$ cat src/design/cdp_rdma_pkg.sv
package cdp_rdma_pkg;

  // ==============================
  // widths and sizes
  // ==============================
  // memory address width
  localparam int MEM_ADDR_BW = 40;
  // 32 byte atoms
  localparam int ATOM_SHIFT = 5;
  // atoms per width group
  localparam int W_GROUP_ATOMS = 8;
  localparam int W_GROUP_SHIFT = $clog2(W_GROUP_ATOMS);
  // byte step between width groups
  localparam int GROUP_BYTES = W_GROUP_ATOMS << ATOM_SHIFT;
  // cube registers hold value minus one
  localparam int CUBE_DIM_W = 13;
  localparam int STRIDE_W = 32;
  // channel group counter
  localparam int CH_GRP_W = CUBE_DIM_W - ATOM_SHIFT;
  // width group counter, up to 1024 groups
  localparam int W_GRP_W = CUBE_DIM_W + 1 - W_GROUP_SHIFT;

  // dma request payload, address low and size above
  localparam int DMA_SIZE_W = 15;
  localparam int DMA_REQ_PD_W = MEM_ADDR_BW + DMA_SIZE_W;
  // context queue entry: size, last w, last h, last c
  localparam int CQ_PD_W = 6;

  localparam int REQ_FIFO_DEPTH = 4;
  localparam int FIFO_PTR_W = $clog2(REQ_FIFO_DEPTH);
  // perf counter width
  localparam int PERF_W = 32;

  // ==============================
  // types
  // ==============================
  typedef logic [MEM_ADDR_BW-1:0] addr_t;
  // size in atoms minus one
  typedef logic [W_GROUP_SHIFT-1:0] size_t;
  typedef logic [CUBE_DIM_W-1:0] cube_dim_t;
  typedef logic [STRIDE_W-1:0] stride_t;

  // one pending request, 46 bits
  typedef struct packed {
    addr_t addr;
    size_t size;
    logic  last_w;
    logic  last_h;
    logic  last_c;
  } req_entry_t;

  typedef enum logic [1:0] {
    WALK_IDLE,
    WALK_RUN,
    WALK_WAIT_DONE
  } walker_state_e;

endpackage

$ cat src/design/cdp_rdma_cube_walker.sv
`timescale 1ns/1ns

module cdp_rdma_cube_walker (
  input  logic                     nvdla_core_clk,
  input  logic                     nvdla_core_rstn,
  input  logic                     op_en,
  input  logic                     eg_done,
  input  cdp_rdma_pkg::cube_dim_t  channel,
  input  cdp_rdma_pkg::cube_dim_t  height,
  input  cdp_rdma_pkg::cube_dim_t  width,
  input  cdp_rdma_pkg::addr_t      src_base_addr,
  input  cdp_rdma_pkg::stride_t    src_line_stride,
  input  cdp_rdma_pkg::stride_t    src_surface_stride,
  input  logic                     full,
  output logic                     push,
  output cdp_rdma_pkg::req_entry_t entry
);
  import cdp_rdma_pkg::*;

  walker_state_e state;
  logic [CH_GRP_W-1:0] ch_grp_cnt;
  logic [W_GRP_W-1:0] w_grp_cnt;
  cube_dim_t line_cnt;
  addr_t line_base;
  addr_t wgrp_base;
  addr_t cur_addr;
  logic [CUBE_DIM_W:0] width_use;
  logic [W_GRP_W-1:0] w_grp_num;
  logic load;
  logic is_first_w;
  logic is_last_w;
  logic is_last_h;
  logic is_last_c;
  logic is_cube_end;
  size_t req_size;
  addr_t next_line_addr;
  addr_t next_wgrp_addr;

  // ==============================
  // layer control
  // ==============================
  // start a walk only from idle
  assign load = (state == WALK_IDLE) & op_en;
  // one entry per cycle while running and fifo has room
  assign push = (state == WALK_RUN) & ~full;

  always_ff @(posedge nvdla_core_clk or negedge nvdla_core_rstn) begin
    if (!nvdla_core_rstn) begin
      state <= WALK_IDLE;
    end else begin
      case (state)
        WALK_IDLE: if (op_en) state <= WALK_RUN;
        WALK_RUN: if (push && is_cube_end) state <= WALK_WAIT_DONE;
        // hold until egress has drained the layer
        WALK_WAIT_DONE: if (eg_done) state <= WALK_IDLE;
        default: state <= WALK_IDLE;
      endcase
    end
  end

  // ==============================
  // cube position
  // ==============================
  // groups of 8 in width, rounded up
  assign width_use = {1'b0, width} + 1'b1;
  assign w_grp_num = width_use[CUBE_DIM_W:W_GROUP_SHIFT] +
                     W_GRP_W'(|width_use[W_GROUP_SHIFT-1:0]);

  assign is_first_w = (w_grp_cnt == '0);
  assign is_last_w = (w_grp_cnt == w_grp_num - 1'b1);
  assign is_last_h = (line_cnt == height);
  assign is_last_c = (ch_grp_cnt == channel[CUBE_DIM_W-1:ATOM_SHIFT]);
  assign is_cube_end = is_last_w & is_last_h & is_last_c;

  // channel innermost, then width group, then line
  always_ff @(posedge nvdla_core_clk or negedge nvdla_core_rstn) begin
    if (!nvdla_core_rstn) begin
      ch_grp_cnt <= '0;
      w_grp_cnt <= '0;
      line_cnt <= '0;
    end else if (load) begin
      ch_grp_cnt <= '0;
      w_grp_cnt <= '0;
      line_cnt <= '0;
    end else if (push) begin
      ch_grp_cnt <= is_last_c ? '0 : ch_grp_cnt + 1'b1;
      if (is_last_c) begin
        w_grp_cnt <= is_last_w ? '0 : w_grp_cnt + 1'b1;
      end
      if (is_last_c && is_last_w) begin
        line_cnt <= is_last_h ? '0 : line_cnt + 1'b1;
      end
    end
  end

  // ==============================
  // address stepping
  // ==============================
  assign next_line_addr = line_base + addr_t'(src_line_stride);
  assign next_wgrp_addr = wgrp_base + addr_t'(GROUP_BYTES);

  always_ff @(posedge nvdla_core_clk) begin
    if (load) begin
      line_base <= src_base_addr;
      wgrp_base <= src_base_addr;
      cur_addr <= src_base_addr;
    end else if (push) begin
      if (is_last_c && is_last_w) begin
        // new line restarts at width group 0
        line_base <= next_line_addr;
        wgrp_base <= next_line_addr;
        cur_addr <= next_line_addr;
      end else if (is_last_c) begin
        wgrp_base <= next_wgrp_addr;
        cur_addr <= next_wgrp_addr;
      end else begin
        // next channel group, one surface on
        cur_addr <= cur_addr + addr_t'(src_surface_stride);
      end
    end
  end

  // ==============================
  // request size
  // ==============================
  // a lone group is also the last, so first wins
  always_comb begin
    if (is_first_w) begin
      req_size = (w_grp_num == 1) ? width[W_GROUP_SHIFT-1:0] : size_t'(W_GROUP_ATOMS - 1);
    end else if (is_last_w) begin
      req_size = width[W_GROUP_SHIFT-1:0];
    end else begin
      req_size = size_t'(W_GROUP_ATOMS - 1);
    end
  end

  assign entry = '{
    addr: cur_addr,
    size: req_size,
    last_w: is_last_w,
    last_h: is_last_h,
    last_c: is_last_c
  };

endmodule

$ cat src/design/cdp_rdma_req_fifo.sv
`timescale 1ns/1ns

module cdp_rdma_req_fifo (
  input  logic                     nvdla_core_clk,
  input  logic                     nvdla_core_rstn,
  input  logic                     push,
  input  logic                     pop,
  input  cdp_rdma_pkg::req_entry_t wr_entry,
  output logic                     full,
  output logic                     empty,
  output cdp_rdma_pkg::req_entry_t rd_entry
);
  import cdp_rdma_pkg::*;

  req_entry_t mem [REQ_FIFO_DEPTH];
  logic [FIFO_PTR_W-1:0] wr_ptr;
  logic [FIFO_PTR_W-1:0] rd_ptr;
  logic [FIFO_PTR_W:0] count;
  logic wr_en;
  logic rd_en;

  assign full = (count == (FIFO_PTR_W + 1)'(REQ_FIFO_DEPTH));
  assign empty = (count == '0);
  // a pop frees the slot in the same cycle
  assign wr_en = push & (~full | pop);
  assign rd_en = pop & ~empty;

  // head is read straight from storage
  assign rd_entry = mem[rd_ptr];

  // storage
  always_ff @(posedge nvdla_core_clk) begin
    if (wr_en) begin
      mem[wr_ptr] <= wr_entry;
    end
  end

  // pointers wrap on power of two depth
  always_ff @(posedge nvdla_core_clk or negedge nvdla_core_rstn) begin
    if (!nvdla_core_rstn) begin
      wr_ptr <= '0;
      rd_ptr <= '0;
      count <= '0;
    end else begin
      if (wr_en) wr_ptr <= wr_ptr + 1'b1;
      if (rd_en) rd_ptr <= rd_ptr + 1'b1;
      // occupancy
      case ({wr_en, rd_en})
        2'b10: count <= count + 1'b1;
        2'b01: count <= count - 1'b1;
        default: count <= count;
      endcase
    end
  end

endmodule

$ cat src/design/cdp_rdma_req_issue.sv
`timescale 1ns/1ns

module cdp_rdma_req_issue (
  input  logic                                  empty,
  input  cdp_rdma_pkg::req_entry_t              head,
  input  logic                                  dma_rd_req_ready,
  input  logic                                  cq_wr_prdy,
  output logic                                  pop,
  output logic                                  dma_rd_req_valid,
  output logic [cdp_rdma_pkg::DMA_REQ_PD_W-1:0] dma_rd_req_pd,
  output logic                                  cq_wr_pvld,
  output logic [cdp_rdma_pkg::CQ_PD_W-1:0]      cq_wr_pd,
  output logic                                  stall,
  output logic                                  layer_end
);
  import cdp_rdma_pkg::*;

  // ==============================
  // joint accept
  // ==============================
  // each side waits on the other's ready
  assign dma_rd_req_valid = ~empty & cq_wr_prdy;
  assign cq_wr_pvld = ~empty & dma_rd_req_ready;
  // both take the head together
  assign pop = ~empty & dma_rd_req_ready & cq_wr_prdy;

  // ==============================
  // payloads
  // ==============================
  // size zero extended above the address
  assign dma_rd_req_pd = {{(DMA_SIZE_W - $bits(size_t)){1'b0}}, head.size, head.addr};
  // size low, then last w, h, c
  assign cq_wr_pd = {head.last_c, head.last_h, head.last_w, head.size};

  // dma side held off
  assign stall = dma_rd_req_valid & ~dma_rd_req_ready;
  // final entry of the cube accepted
  assign layer_end = pop & head.last_w & head.last_h & head.last_c;

endmodule

$ cat src/design/cdp_rdma_stall_perf.sv
`timescale 1ns/1ns

module cdp_rdma_stall_perf (
  input  logic                            nvdla_core_clk,
  input  logic                            nvdla_core_rstn,
  input  logic                            dma_en,
  input  logic                            stall,
  input  logic                            layer_end,
  output logic [cdp_rdma_pkg::PERF_W-1:0] perf_read_stall_d0,
  output logic [cdp_rdma_pkg::PERF_W-1:0] perf_read_stall_d1
);
  import cdp_rdma_pkg::*;

  logic [PERF_W-1:0] stall_cnt;
  logic [PERF_W-1:0] stall_cnt_nxt;
  logic cnt_inc;
  // low selects d0
  logic layer_flag;

  // count only when the layer reads through dma
  assign cnt_inc = dma_en & stall;
  // include a stall in the layer end cycle
  assign stall_cnt_nxt = stall_cnt + PERF_W'(cnt_inc);

  // ==============================
  // stall counter
  // ==============================
  // restart at every layer end
  always_ff @(posedge nvdla_core_clk or negedge nvdla_core_rstn) begin
    if (!nvdla_core_rstn) begin
      stall_cnt <= '0;
    end else if (layer_end) begin
      stall_cnt <= '0;
    end else begin
      stall_cnt <= stall_cnt_nxt;
    end
  end

  // ==============================
  // ping-pong result registers
  // ==============================
  always_ff @(posedge nvdla_core_clk or negedge nvdla_core_rstn) begin
    if (!nvdla_core_rstn) begin
      layer_flag <= 1'b0;
      perf_read_stall_d0 <= '0;
      perf_read_stall_d1 <= '0;
    end else if (layer_end) begin
      layer_flag <= ~layer_flag;
      if (layer_flag) perf_read_stall_d1 <= stall_cnt_nxt;
      else perf_read_stall_d0 <= stall_cnt_nxt;
    end
  end

endmodule

$ cat src/design/cdp_rdma_ig.sv
`timescale 1ns/1ns

module cdp_rdma_ig (
  input  logic                                  nvdla_core_clk,
  input  logic                                  nvdla_core_rstn,
  input  logic                                  op_en,
  input  logic                                  eg_done,
  input  logic                                  dma_en,
  input  cdp_rdma_pkg::cube_dim_t               channel,
  input  cdp_rdma_pkg::cube_dim_t               height,
  input  cdp_rdma_pkg::cube_dim_t               width,
  input  cdp_rdma_pkg::addr_t                   src_base_addr,
  input  cdp_rdma_pkg::stride_t                 src_line_stride,
  input  cdp_rdma_pkg::stride_t                 src_surface_stride,
  input  logic                                  dma_rd_req_ready,
  input  logic                                  cq_wr_prdy,
  output logic                                  dma_rd_req_valid,
  output logic [cdp_rdma_pkg::DMA_REQ_PD_W-1:0] dma_rd_req_pd,
  output logic                                  cq_wr_pvld,
  output logic [cdp_rdma_pkg::CQ_PD_W-1:0]      cq_wr_pd,
  output logic [cdp_rdma_pkg::PERF_W-1:0]       perf_read_stall_d0,
  output logic [cdp_rdma_pkg::PERF_W-1:0]       perf_read_stall_d1
);
  import cdp_rdma_pkg::*;

  // walker to fifo
  logic push;
  logic full;
  req_entry_t wr_entry;
  // fifo to issue
  logic pop;
  logic empty;
  req_entry_t head;
  // issue to perf
  logic stall;
  logic layer_end;

  // ==============================
  // producer
  // ==============================
  cdp_rdma_cube_walker cdp_rdma_cube_walker_inst (
    .nvdla_core_clk     (nvdla_core_clk),
    .nvdla_core_rstn    (nvdla_core_rstn),
    .op_en              (op_en),
    .eg_done            (eg_done),
    .channel            (channel),
    .height             (height),
    .width              (width),
    .src_base_addr      (src_base_addr),
    .src_line_stride    (src_line_stride),
    .src_surface_stride (src_surface_stride),
    .full               (full),
    .push               (push),
    .entry              (wr_entry)
  );

  // pending requests
  cdp_rdma_req_fifo cdp_rdma_req_fifo_inst (
    .nvdla_core_clk  (nvdla_core_clk),
    .nvdla_core_rstn (nvdla_core_rstn),
    .push            (push),
    .pop             (pop),
    .wr_entry        (wr_entry),
    .full            (full),
    .empty           (empty),
    .rd_entry        (head)
  );

  // ==============================
  // consumer
  // ==============================
  cdp_rdma_req_issue cdp_rdma_req_issue_inst (
    .empty            (empty),
    .head             (head),
    .dma_rd_req_ready (dma_rd_req_ready),
    .cq_wr_prdy       (cq_wr_prdy),
    .pop              (pop),
    .dma_rd_req_valid (dma_rd_req_valid),
    .dma_rd_req_pd    (dma_rd_req_pd),
    .cq_wr_pvld       (cq_wr_pvld),
    .cq_wr_pd         (cq_wr_pd),
    .stall            (stall),
    .layer_end        (layer_end)
  );

  // read stall perf
  cdp_rdma_stall_perf cdp_rdma_stall_perf_inst (
    .nvdla_core_clk     (nvdla_core_clk),
    .nvdla_core_rstn    (nvdla_core_rstn),
    .dma_en             (dma_en),
    .stall              (stall),
    .layer_end          (layer_end),
    .perf_read_stall_d0 (perf_read_stall_d0),
    .perf_read_stall_d1 (perf_read_stall_d1)
  );

endmodule

$ cat config.mk
export PLATFORM = sky130hd
export DESIGN_NAME = cdp_rdma_ig
export DESIGN_NICKNAME = d
export VERILOG_FILES = /design/src/design/cdp_rdma_pkg.sv /design/src/design/cdp_rdma_cube_walker.sv /design/src/design/cdp_rdma_req_fifo.sv /design/src/design/cdp_rdma_req_issue.sv /design/src/design/cdp_rdma_stall_perf.sv /design/src/design/cdp_rdma_ig.sv
export SDC_FILE = /design/constraint.sdc
export NUM_CORES = 1
export LEC_CHECK = 0
export BUFFER_PORTS_ARGS = -buffer_cell sky130_fd_sc_hd__buf_4
export CAP_MARGIN = 20
export CORE_ASPECT_RATIO = 0.7
export CORE_MARGIN = 1
export CORE_UTILIZATION = 25
export DETAILED_ROUTE_END_ITERATION = 10
export SLEW_MARGIN = 5
export SYNTH_ARGS = -nofsm -noshare
export SYNTH_HDL_FRONTEND = slang
export SYNTH_SLANG_ARGS = --single-unit
$ cat constraint.sdc
create_clock -name nvdla_core_clk -period 5.85 [get_ports nvdla_core_clk]
set_clock_uncertainty 0.2 [all_clocks]
set_input_delay 0 -clock nvdla_core_clk [delete_from_list [all_inputs] [get_ports nvdla_core_clk]]
set_output_delay 0 -clock nvdla_core_clk [all_outputs]
set_load 0.05 [all_outputs]
==> flow_metrics.env, run 1 <==
export IMPL_synth_seq_cells=442
export IMPL_cts_root_buf="clkbuf_16"
export IMPL_vias=17810
export IMPL_worstMarginPinSlew_ns=0.9010
export IMPL_synth_xor_area_frac=0.06694
export IMPL_port_buffers=259
export IMPL_coreArea_um2=94090
export IMPL_status="finished clean"
export IMPL_post_route_drc_count=0
export IMPL_worstPathMaxFanout=27
export IMPL_first_pass_iters=5
export IMPL_routed_via_density=4.755
export IMPL_cts_sinks=442
export IMPL_synth_top_family_by_area="compound AO/OA/AOI/OAI gates"
export IMPL_cts_buffer_depth=3
export IMPL_finalSetupViolCount=0
export IMPL_end_kind="flop"
export IMPL_worstPathCellList="dlygate4sd3_1 -> buf_4 -> and4_1 -> xnor2_1 -> inv_1 -> ha_1 -> nand3_1 -> a311oi_4 -> o21ai_1 -> a211oi_1 -> mux2i_2 -> o2111ai_4 -> nor2_4 -> a21oi_1 -> a22o_1 -> dlygate4sd3_1"
export IMPL_cts_made_buffers=48
export IMPL_relSlewSlack=0.3993
export IMPL_grt_ovfl_total=0
export IMPL_instances_no_fill=3746
export IMPL_syn_area_per_cell_um2=11.28
export IMPL_period_share=0.9104
export IMPL_rsz0062_at_grt="no"
export IMPL_ys_seq_area_frac=0.5288
export IMPL_synth_flop_cell="edfxtp_1"
export IMPL_yosysWarnings=0
export IMPL_place_hpwl_um=51430
export IMPL_critPathSlowestCell="nor2_4"
export IMPL_fillers=9510
export IMPL_drtIter0Drc=1333
export IMPL_antenna_found_initial=14
export IMPL_synth_async_reset_ratio=0.3122
export IMPL_htreeDepth=2
export IMPL_hp_class="input pin to flop"
export IMPL_first_global_vias=17020
export IMPL_globalRouteTotalUtil=0.1427
export IMPL_synth_distinct_cells=100
export IMPL_wl_per_cell_um=18.81
export IMPL_die_area_um2=96440
export IMPL_synthMuxAreaShare=0.05879
export IMPL_max_vdd_ir_drop_mv=0.3531
export IMPL_dp_cells=3549
export IMPL_utilization=0.3153
export IMPL_die_w_um=370.7
export IMPL_yosys_area_share_simple=0.1351
export IMPL_min_period_ns=5.326
export IMPL_layout_drive_gt1_share=0.1859
export IMPL_leakagePower_uw=0.01160
export IMPL_grt_pass1_wl_um=105800
export IMPL_grt_max_degree=81
export IMPL_tns_ns=0
export IMPL_yosys_area_share_adder=0.04512
export IMPL_crit_required_ns=5.99
export IMPL_cts_setup_buffers=0
export IMPL_gp_congestion=0.8717
export IMPL_synth_edff_count=304
export IMPL_cp_arrival_ns=5.47
export IMPL_syn_area_um2=23800
export IMPL_hold_violations=0
export IMPL_drtAntennaViolNets=0
export IMPL_synth_compound_gate_area_share=0.1364
export IMPL_cts_reportedPaths_clkPinSlew_ns=0.06
export IMPL_syn_to_final_growth_pct=24.68
export IMPL_pre_cts_ws_ns=0.9224
export IMPL_rows=94
export IMPL_start_util=0.2529
export IMPL_maxCapViolCount=0
export IMPL_drv_slew=0
export IMPL_max_stage_delay_ns=0.64
export IMPL_wl_um=70460
export IMPL_nets=2685
export IMPL_ioPinCount=277
export IMPL_fmax_ghz=0.1878
export IMPL_die_h_um=260.1
export IMPL_path_common_cell="dlygate4sd3_1"
export IMPL_cp_start_kind="input pin"
export IMPL_p_per_area_nw_per_um2=468.3
export IMPL_cts_tree="built"
export IMPL_finalWorstSetupSlack_ns=0.5241
export IMPL_clock_latency_ns=0.59
export IMPL_syn_inst=2110
export IMPL_path_class="input pin to flop"
[cell usage after synthesis, types with 46 or more instances]
cell type	number	area share
edfxtp_1	304	0.38
nor2_1	200	0.032
nand2_1	191	0.030
o21ai_0	139	0.029
dfrtp_1	138	0.15
a21oi_1	128	0.027
xor2_1	92	0.034
xnor2_1	88	0.032
ha_1	81	0.043
nand3_1	66	0.014
clkbuf_1	62	0.0098
inv_1	47	0.0074
mux4_2	46	0.044
[final timing paths]
path	start	endpoint	slack (ns)	depth (start not counted)
setup / recovery	width[2]	cdp_rdma_cube_walker_inst.cur_addr[31]$_DFFE_PP_	0.52	16
hold reg to reg	cdp_rdma_stall_perf_inst.perf_read_stall_d0[26]$_DFFE_PN0P_	cdp_rdma_stall_perf_inst.perf_read_stall_d0[26]$_DFFE_PN0P_	0.28	2
hold / removal	src_line_stride[30]	cdp_rdma_cube_walker_inst.line_base[31]$_DFFE_PP_	0.03	5
max in group asynchronous	nvdla_core_rstn	cdp_rdma_cube_walker_inst.line_cnt[1]$_DFFE_PN0P_	4.45	4
setup reg to reg	cdp_rdma_cube_walker_inst.cur_addr[8]$_DFFE_PP_	cdp_rdma_cube_walker_inst.cur_addr[31]$_DFFE_PP_	1.37	10
min in group asynchronous	nvdla_core_rstn	cdp_rdma_stall_perf_inst.perf_read_stall_d0[15]$_DFFE_PN0P_	0.33	4
[registers in the layout, summed over array words and instances (netlist names)]
register                                     count
cdp_rdma_req_fifo_inst.count                     3
cdp_rdma_req_fifo_inst.rd_ptr                    2
cdp_rdma_cube_walker_inst.line_cnt              13
cdp_rdma_cube_walker_inst.cur_addr              40
cdp_rdma_cube_walker_inst.ch_grp_cnt             8
cdp_rdma_stall_perf_inst.layer_flag              1
cdp_rdma_req_fifo_inst.mem                     184
cdp_rdma_stall_perf_inst.perf_read_stall_d0     32
cdp_rdma_req_fifo_inst.wr_ptr                    2
cdp_rdma_stall_perf_inst.stall_cnt              32
cdp_rdma_cube_walker_inst.state                  2
cdp_rdma_cube_walker_inst.wgrp_base             40
cdp_rdma_cube_walker_inst.w_grp_cnt             11
cdp_rdma_cube_walker_inst.line_base             40
cdp_rdma_stall_perf_inst.perf_read_stall_d1     32
[worst max-delay path, delay by kind of cell]
family | cells | cell delay [ns]
AO/OA/AOI/OAI | 6 | 1.56
XOR/XNOR | 1 | 0.15
adder cells (fa/ha/maj) | 1 | 0.55
buffers and inverters | 4 | 1.35
multiplexers | 1 | 0.40
AND/OR/NAND/NOR | 3 | 1.41
[logic make-up (layout without fill, tap and decap cells)]
group,Yosys count,after routing
compound gates,504,504
xor+xnor,181,181
fa+ha+maj,84,84
buf+inv,153,522
flops,442,442
mux,80,80
other cells,1,20
simple gates,665,665
[metrics by stage]
step	cell area [µm²]	hold slack (ns)	power, µW
after floorplan	23840	-0.4956	9006
after global placement	27090	-0.08394	10900
after detailed placement	27090	-0.08374	10950
after CTS	29650	0.006165	14050
after global routing	29660	0.06731	14640
final	29670	0.03153	13890
[cell usage in the layout, fill, tap and decap left out, types with 51 or more instances in the layout]
master,Yosys,final
nor2_1,200,200
a21oi_1,128,128
dfrtp_1,138,136
ha_1,81,81
o21ai_0,139,137
xnor2_1,88,88
nand3_1,66,66
dlygate4sd3_1,0,99
clkbuf_16,0,51
nand2_1,191,189
buf_4,21,284
edfxtp_1,304,304
xor2_1,92,92
[final cells by class]
class	count	area [µm²]	share of cell area
clock buffer	67	1406	0.04740
clock inverter	22	135.1	0.004555
timing repair buffer	385	3162	0.1066
multi-input combinational	1526	10620	0.3578
inverter	48	180.2	0.006073
antenna	8	20.02	0.0006748
tap	1248	1562	0.05263
sequential	442	12590	0.4243
[what timing repair did]
item | 4_1_cts | 5_1_grt
hold endpoints to repair | 233 | 0
hold buffers | 100 | 0
gates resized for setup | 0 | 0
[metal layers]
metal | GRT usage | vias to the layer above | wire [µm] | part of all wire
met2 | 0.2025 | 514 | 29450 | 0.42
met4 | 0.03326 | 12 | 1314 | 0.019
li1 | - | 8532 | - | -
met3 | 0.02510 | 93 | 4725 | 0.067
met1 | 0.2209 | 8662 | 34900 | 0.50
met5 | 0 | - | 71 | 0.0010
[where the power goes]
| group | leakage (µW) | internal (µW) | switching (µW) | total [µW] |
|---|---|---|---|---|
| registers | 0.00467 | 4640 | 587 | 5230 |
| clock network | 0.000766 | 1690 | 1290 | 2980 |
| logic | 0.00616 | 2010 | 3670 | 5680 |
| total | 0.0116 | 8350 | 5550 | 13900 |
Power figures use the tool's default switching activity.
==> run 2, diff against run 1 <==
--- a/config.mk
+++ b/config.mk
@@ -9,8 +9,9 @@
 export CAP_MARGIN = 20
 export CORE_ASPECT_RATIO = 0.7
 export CORE_MARGIN = 1
-export CORE_UTILIZATION = 25
+export CORE_UTILIZATION = 30
 export DETAILED_ROUTE_END_ITERATION = 10
+export RECOVER_POWER = 50
 export SLEW_MARGIN = 5
 export SYNTH_ARGS = -nofsm -noshare
 export SYNTH_HDL_FRONTEND = slang
==> flow_metrics.env, run 2 (synthesis results as in run 1) <==
export IMPL_r2r_setup_slack_ns=0.81
export IMPL_layout_drive_gt1_share=0.1509
export IMPL_cts_root_buf="clkbuf_16"
export IMPL_port_buffers=259
export IMPL_cts_tree="built"
export IMPL_worstPathMaxFanout=26
export IMPL_nets=2672
export IMPL_p_per_area_nw_per_um2=473.3
export IMPL_leakagePower_uw=0.01118
export IMPL_dpl_cell_area_um2=26810
export IMPL_path_class="input pin to flop"
export IMPL_max_stage_delay_ns=0.57
export IMPL_regMostFlops="cdp_rdma_req_fifo_inst.mem"
export IMPL_routed_via_density=5.150
export IMPL_hold_start="src_surface_stride[3]"
export IMPL_cts_made_buffers=49
export IMPL_crit_required_ns=5.99
export IMPL_cts_reportedPaths_clkPinSlew_ns=0.06
export IMPL_die_w_um=338.6
export IMPL_holdBufCountCts=88
export IMPL_ioPinCount=277
export IMPL_grt_max_degree=72
export IMPL_hold_end="cdp_rdma_cube_walker_inst.cur_addr[3]$_DFFE_PP_"
export IMPL_cp_arrival_ns=5.46
export IMPL_rsz0062_at_grt="no"
export IMPL_cts_buffer_depth=3
export IMPL_first_global_vias=17710
export IMPL_min_period_ns=5.323
export IMPL_htreeDepth=2
export IMPL_reg2reg_depth=7
export IMPL_worstPathCellList="dlygate4sd3_1 -> buf_4 -> and4_1 -> xnor2_1 -> inv_1 -> ha_1 -> and4b_1 -> a32oi_1 -> nand4_1 -> o211ai_2 -> mux2i_1 -> a21boi_2 -> o2111ai_4 -> buf_4 -> nand2b_4 -> o311ai_1 -> a22o_1 -> dlygate4sd3_1"
export IMPL_post_route_drc_count=0
export IMPL_pre_cts_ws_ns=0.9048
export IMPL_rr_endpoint="cdp_rdma_stall_perf_inst.perf_read_stall_d1[0]$_DFFE_PN0P_"
export IMPL_largest_reg_flops=184
export IMPL_tns_ns=0
export IMPL_period_share=0.9098
export IMPL_max_vdd_ir_drop_mv=0.3840
export IMPL_finalSetupViolCount=0
export IMPL_drtIter0Drc=1521
export IMPL_layout_commonest_cell="edfxtp_1"
export IMPL_die_h_um=237.6
export IMPL_die_area_um2=80470
export IMPL_worstMarginPinSlew_ns=3.969
export IMPL_worst_hold_slack_ns=0.02274
export IMPL_coreArea_um2=77640
export IMPL_postCtsResizedCells=0
export IMPL_cts_setup_buffers=0
export IMPL_power_total_uw=13680
export IMPL_gp_congestion=0.8876
export IMPL_grt_ovfl_total=0
export IMPL_violations="max-capacitance violations, max-slew violations"
export IMPL_hold_violations=0
export IMPL_clock_latency_ns=0.60
export IMPL_vias=18170
export IMPL_relSlewSlack=-1.646
export IMPL_critPathSlowestCell="ha_1"
export IMPL_grt_pass1_wl_um=108100
export IMPL_antenna_found_initial=9
export IMPL_hp_class="input pin to flop"
export IMPL_postLayoutCellArea_um2=28910
export IMPL_cts_sinks=442
export IMPL_cp_start_kind="input pin"
export IMPL_start_util=0.3065
export IMPL_final_cell_mix="304 x edfxtp_1, 205 x buf_4, 200 x nor2_1"
export IMPL_end_kind="flop"
export IMPL_r2r_start="cdp_rdma_req_fifo_inst.rd_ptr[1]$_DFFE_PN0P_"
export IMPL_rows=85
export IMPL_wl_um=71510
export IMPL_globalRouteTotalUtil=0.1739
export IMPL_finalWorstSetupSlack_ns=0.5274
export IMPL_first_pass_iters=5
export IMPL_place_hpwl_um=52610
export IMPL_maxCapViolCount=8
export IMPL_fmax_ghz=0.1879
export IMPL_worstHoldPathCells=5
export IMPL_wl_per_cell_um=20.27
export IMPL_drv_slew=415
export IMPL_syn_to_final_growth_pct=21.47
export IMPL_status="complete, but fails checks"
export IMPL_drtAntennaViolNets=0
==> run 2: cell count changes in the layout (fill, tap and decap cells not counted), sizes merged <==
| cell | previous run | this run |
|---|---|---|
| dlygate4sd3 | 99 | 87 |
| inv | 51 | 48 |
| clkinv | 17 | 29 |
| buf | 286 | 207 |
| clkinvlp | 2 | 1 |
| clkbuf | 67 | 138 |
| diode | 8 | 6 |
==> run 2: critical path: cells and delay by family <==
kind	cells	cell delay (ns)
xor+xnor	1	0.15
mux	1	0.27
fa+ha+maj	1	0.57
buf+inv	5	1.79
compound gates	6	1.23
simple gates	4	1.41
==> run 2: how the worst max path moves through the flow <==
stage | start | to | slack, ns | depth (start not counted)
6_report | width[2] | cdp_rdma_cube_walker_inst.cur_addr[31]$_DFFE_PP_ | 0.53 | 18
5_1_grt | width[2] | cdp_rdma_cube_walker_inst.cur_addr[31]$_DFFE_PP_ | 0.33 | 18
4_1_cts | width[1] | cdp_rdma_cube_walker_inst.cur_addr[31]$_DFFE_PP_ | 0.67 | 18
3_5_place_dp | width[2] | cdp_rdma_cube_walker_inst.line_cnt[8]$_DFFE_PN0P_ | 0.90 | 15
3_3_place_gp | width[2] | cdp_rdma_cube_walker_inst.line_cnt[3]$_DFFE_PN0P_ | 0.99 | 15
2_1_floorplan | width[1] | cdp_rdma_cube_walker_inst.line_base[0]$_DFFE_PP_ | 0.49 | 15
==> run 2: final cells by class <==
cell class / instances / area [µm²]
Sequential cell: 442 / 12580
Timing Repair Buffer: 371 / 2739
Multi-Input combinational cell: 1526 / 10610
Antenna cell: 6 / 15.01
Tap cell: 1044 / 1306
Clock inverter: 30 / 177.7
Fill cell: 7654 / 48730
Clock buffer: 61 / 1292
Inverter: 48 / 180.2
==> run 2: power breakdown <==
| group | switching [µW] | internal [µW] |
|---|---|---|
| clock | 1260 | 1570 |
| sequential | 537 | 4700 |
| combinational | 3700 | 1910 |
| total | 5500 | 8180 |
==> run 2: per-layer routing <==
layer	global-route usage	wire length (µm)	vias up
met4	0.04292	1479	6
met1	0.2612	34520	8948
met2	0.2563	30840	608
li1	-	-	8507
met3	0.03119	4630	101
met5	0	38	-
==> run 2: metrics by stage <==
stage               utilization  cells
floorplan                     -   2121
global placement         0.3454   3341
detailed placement       0.3454   3341
CTS                      0.3759   3520
global route             0.3723   3528
finish                   0.3723   3528
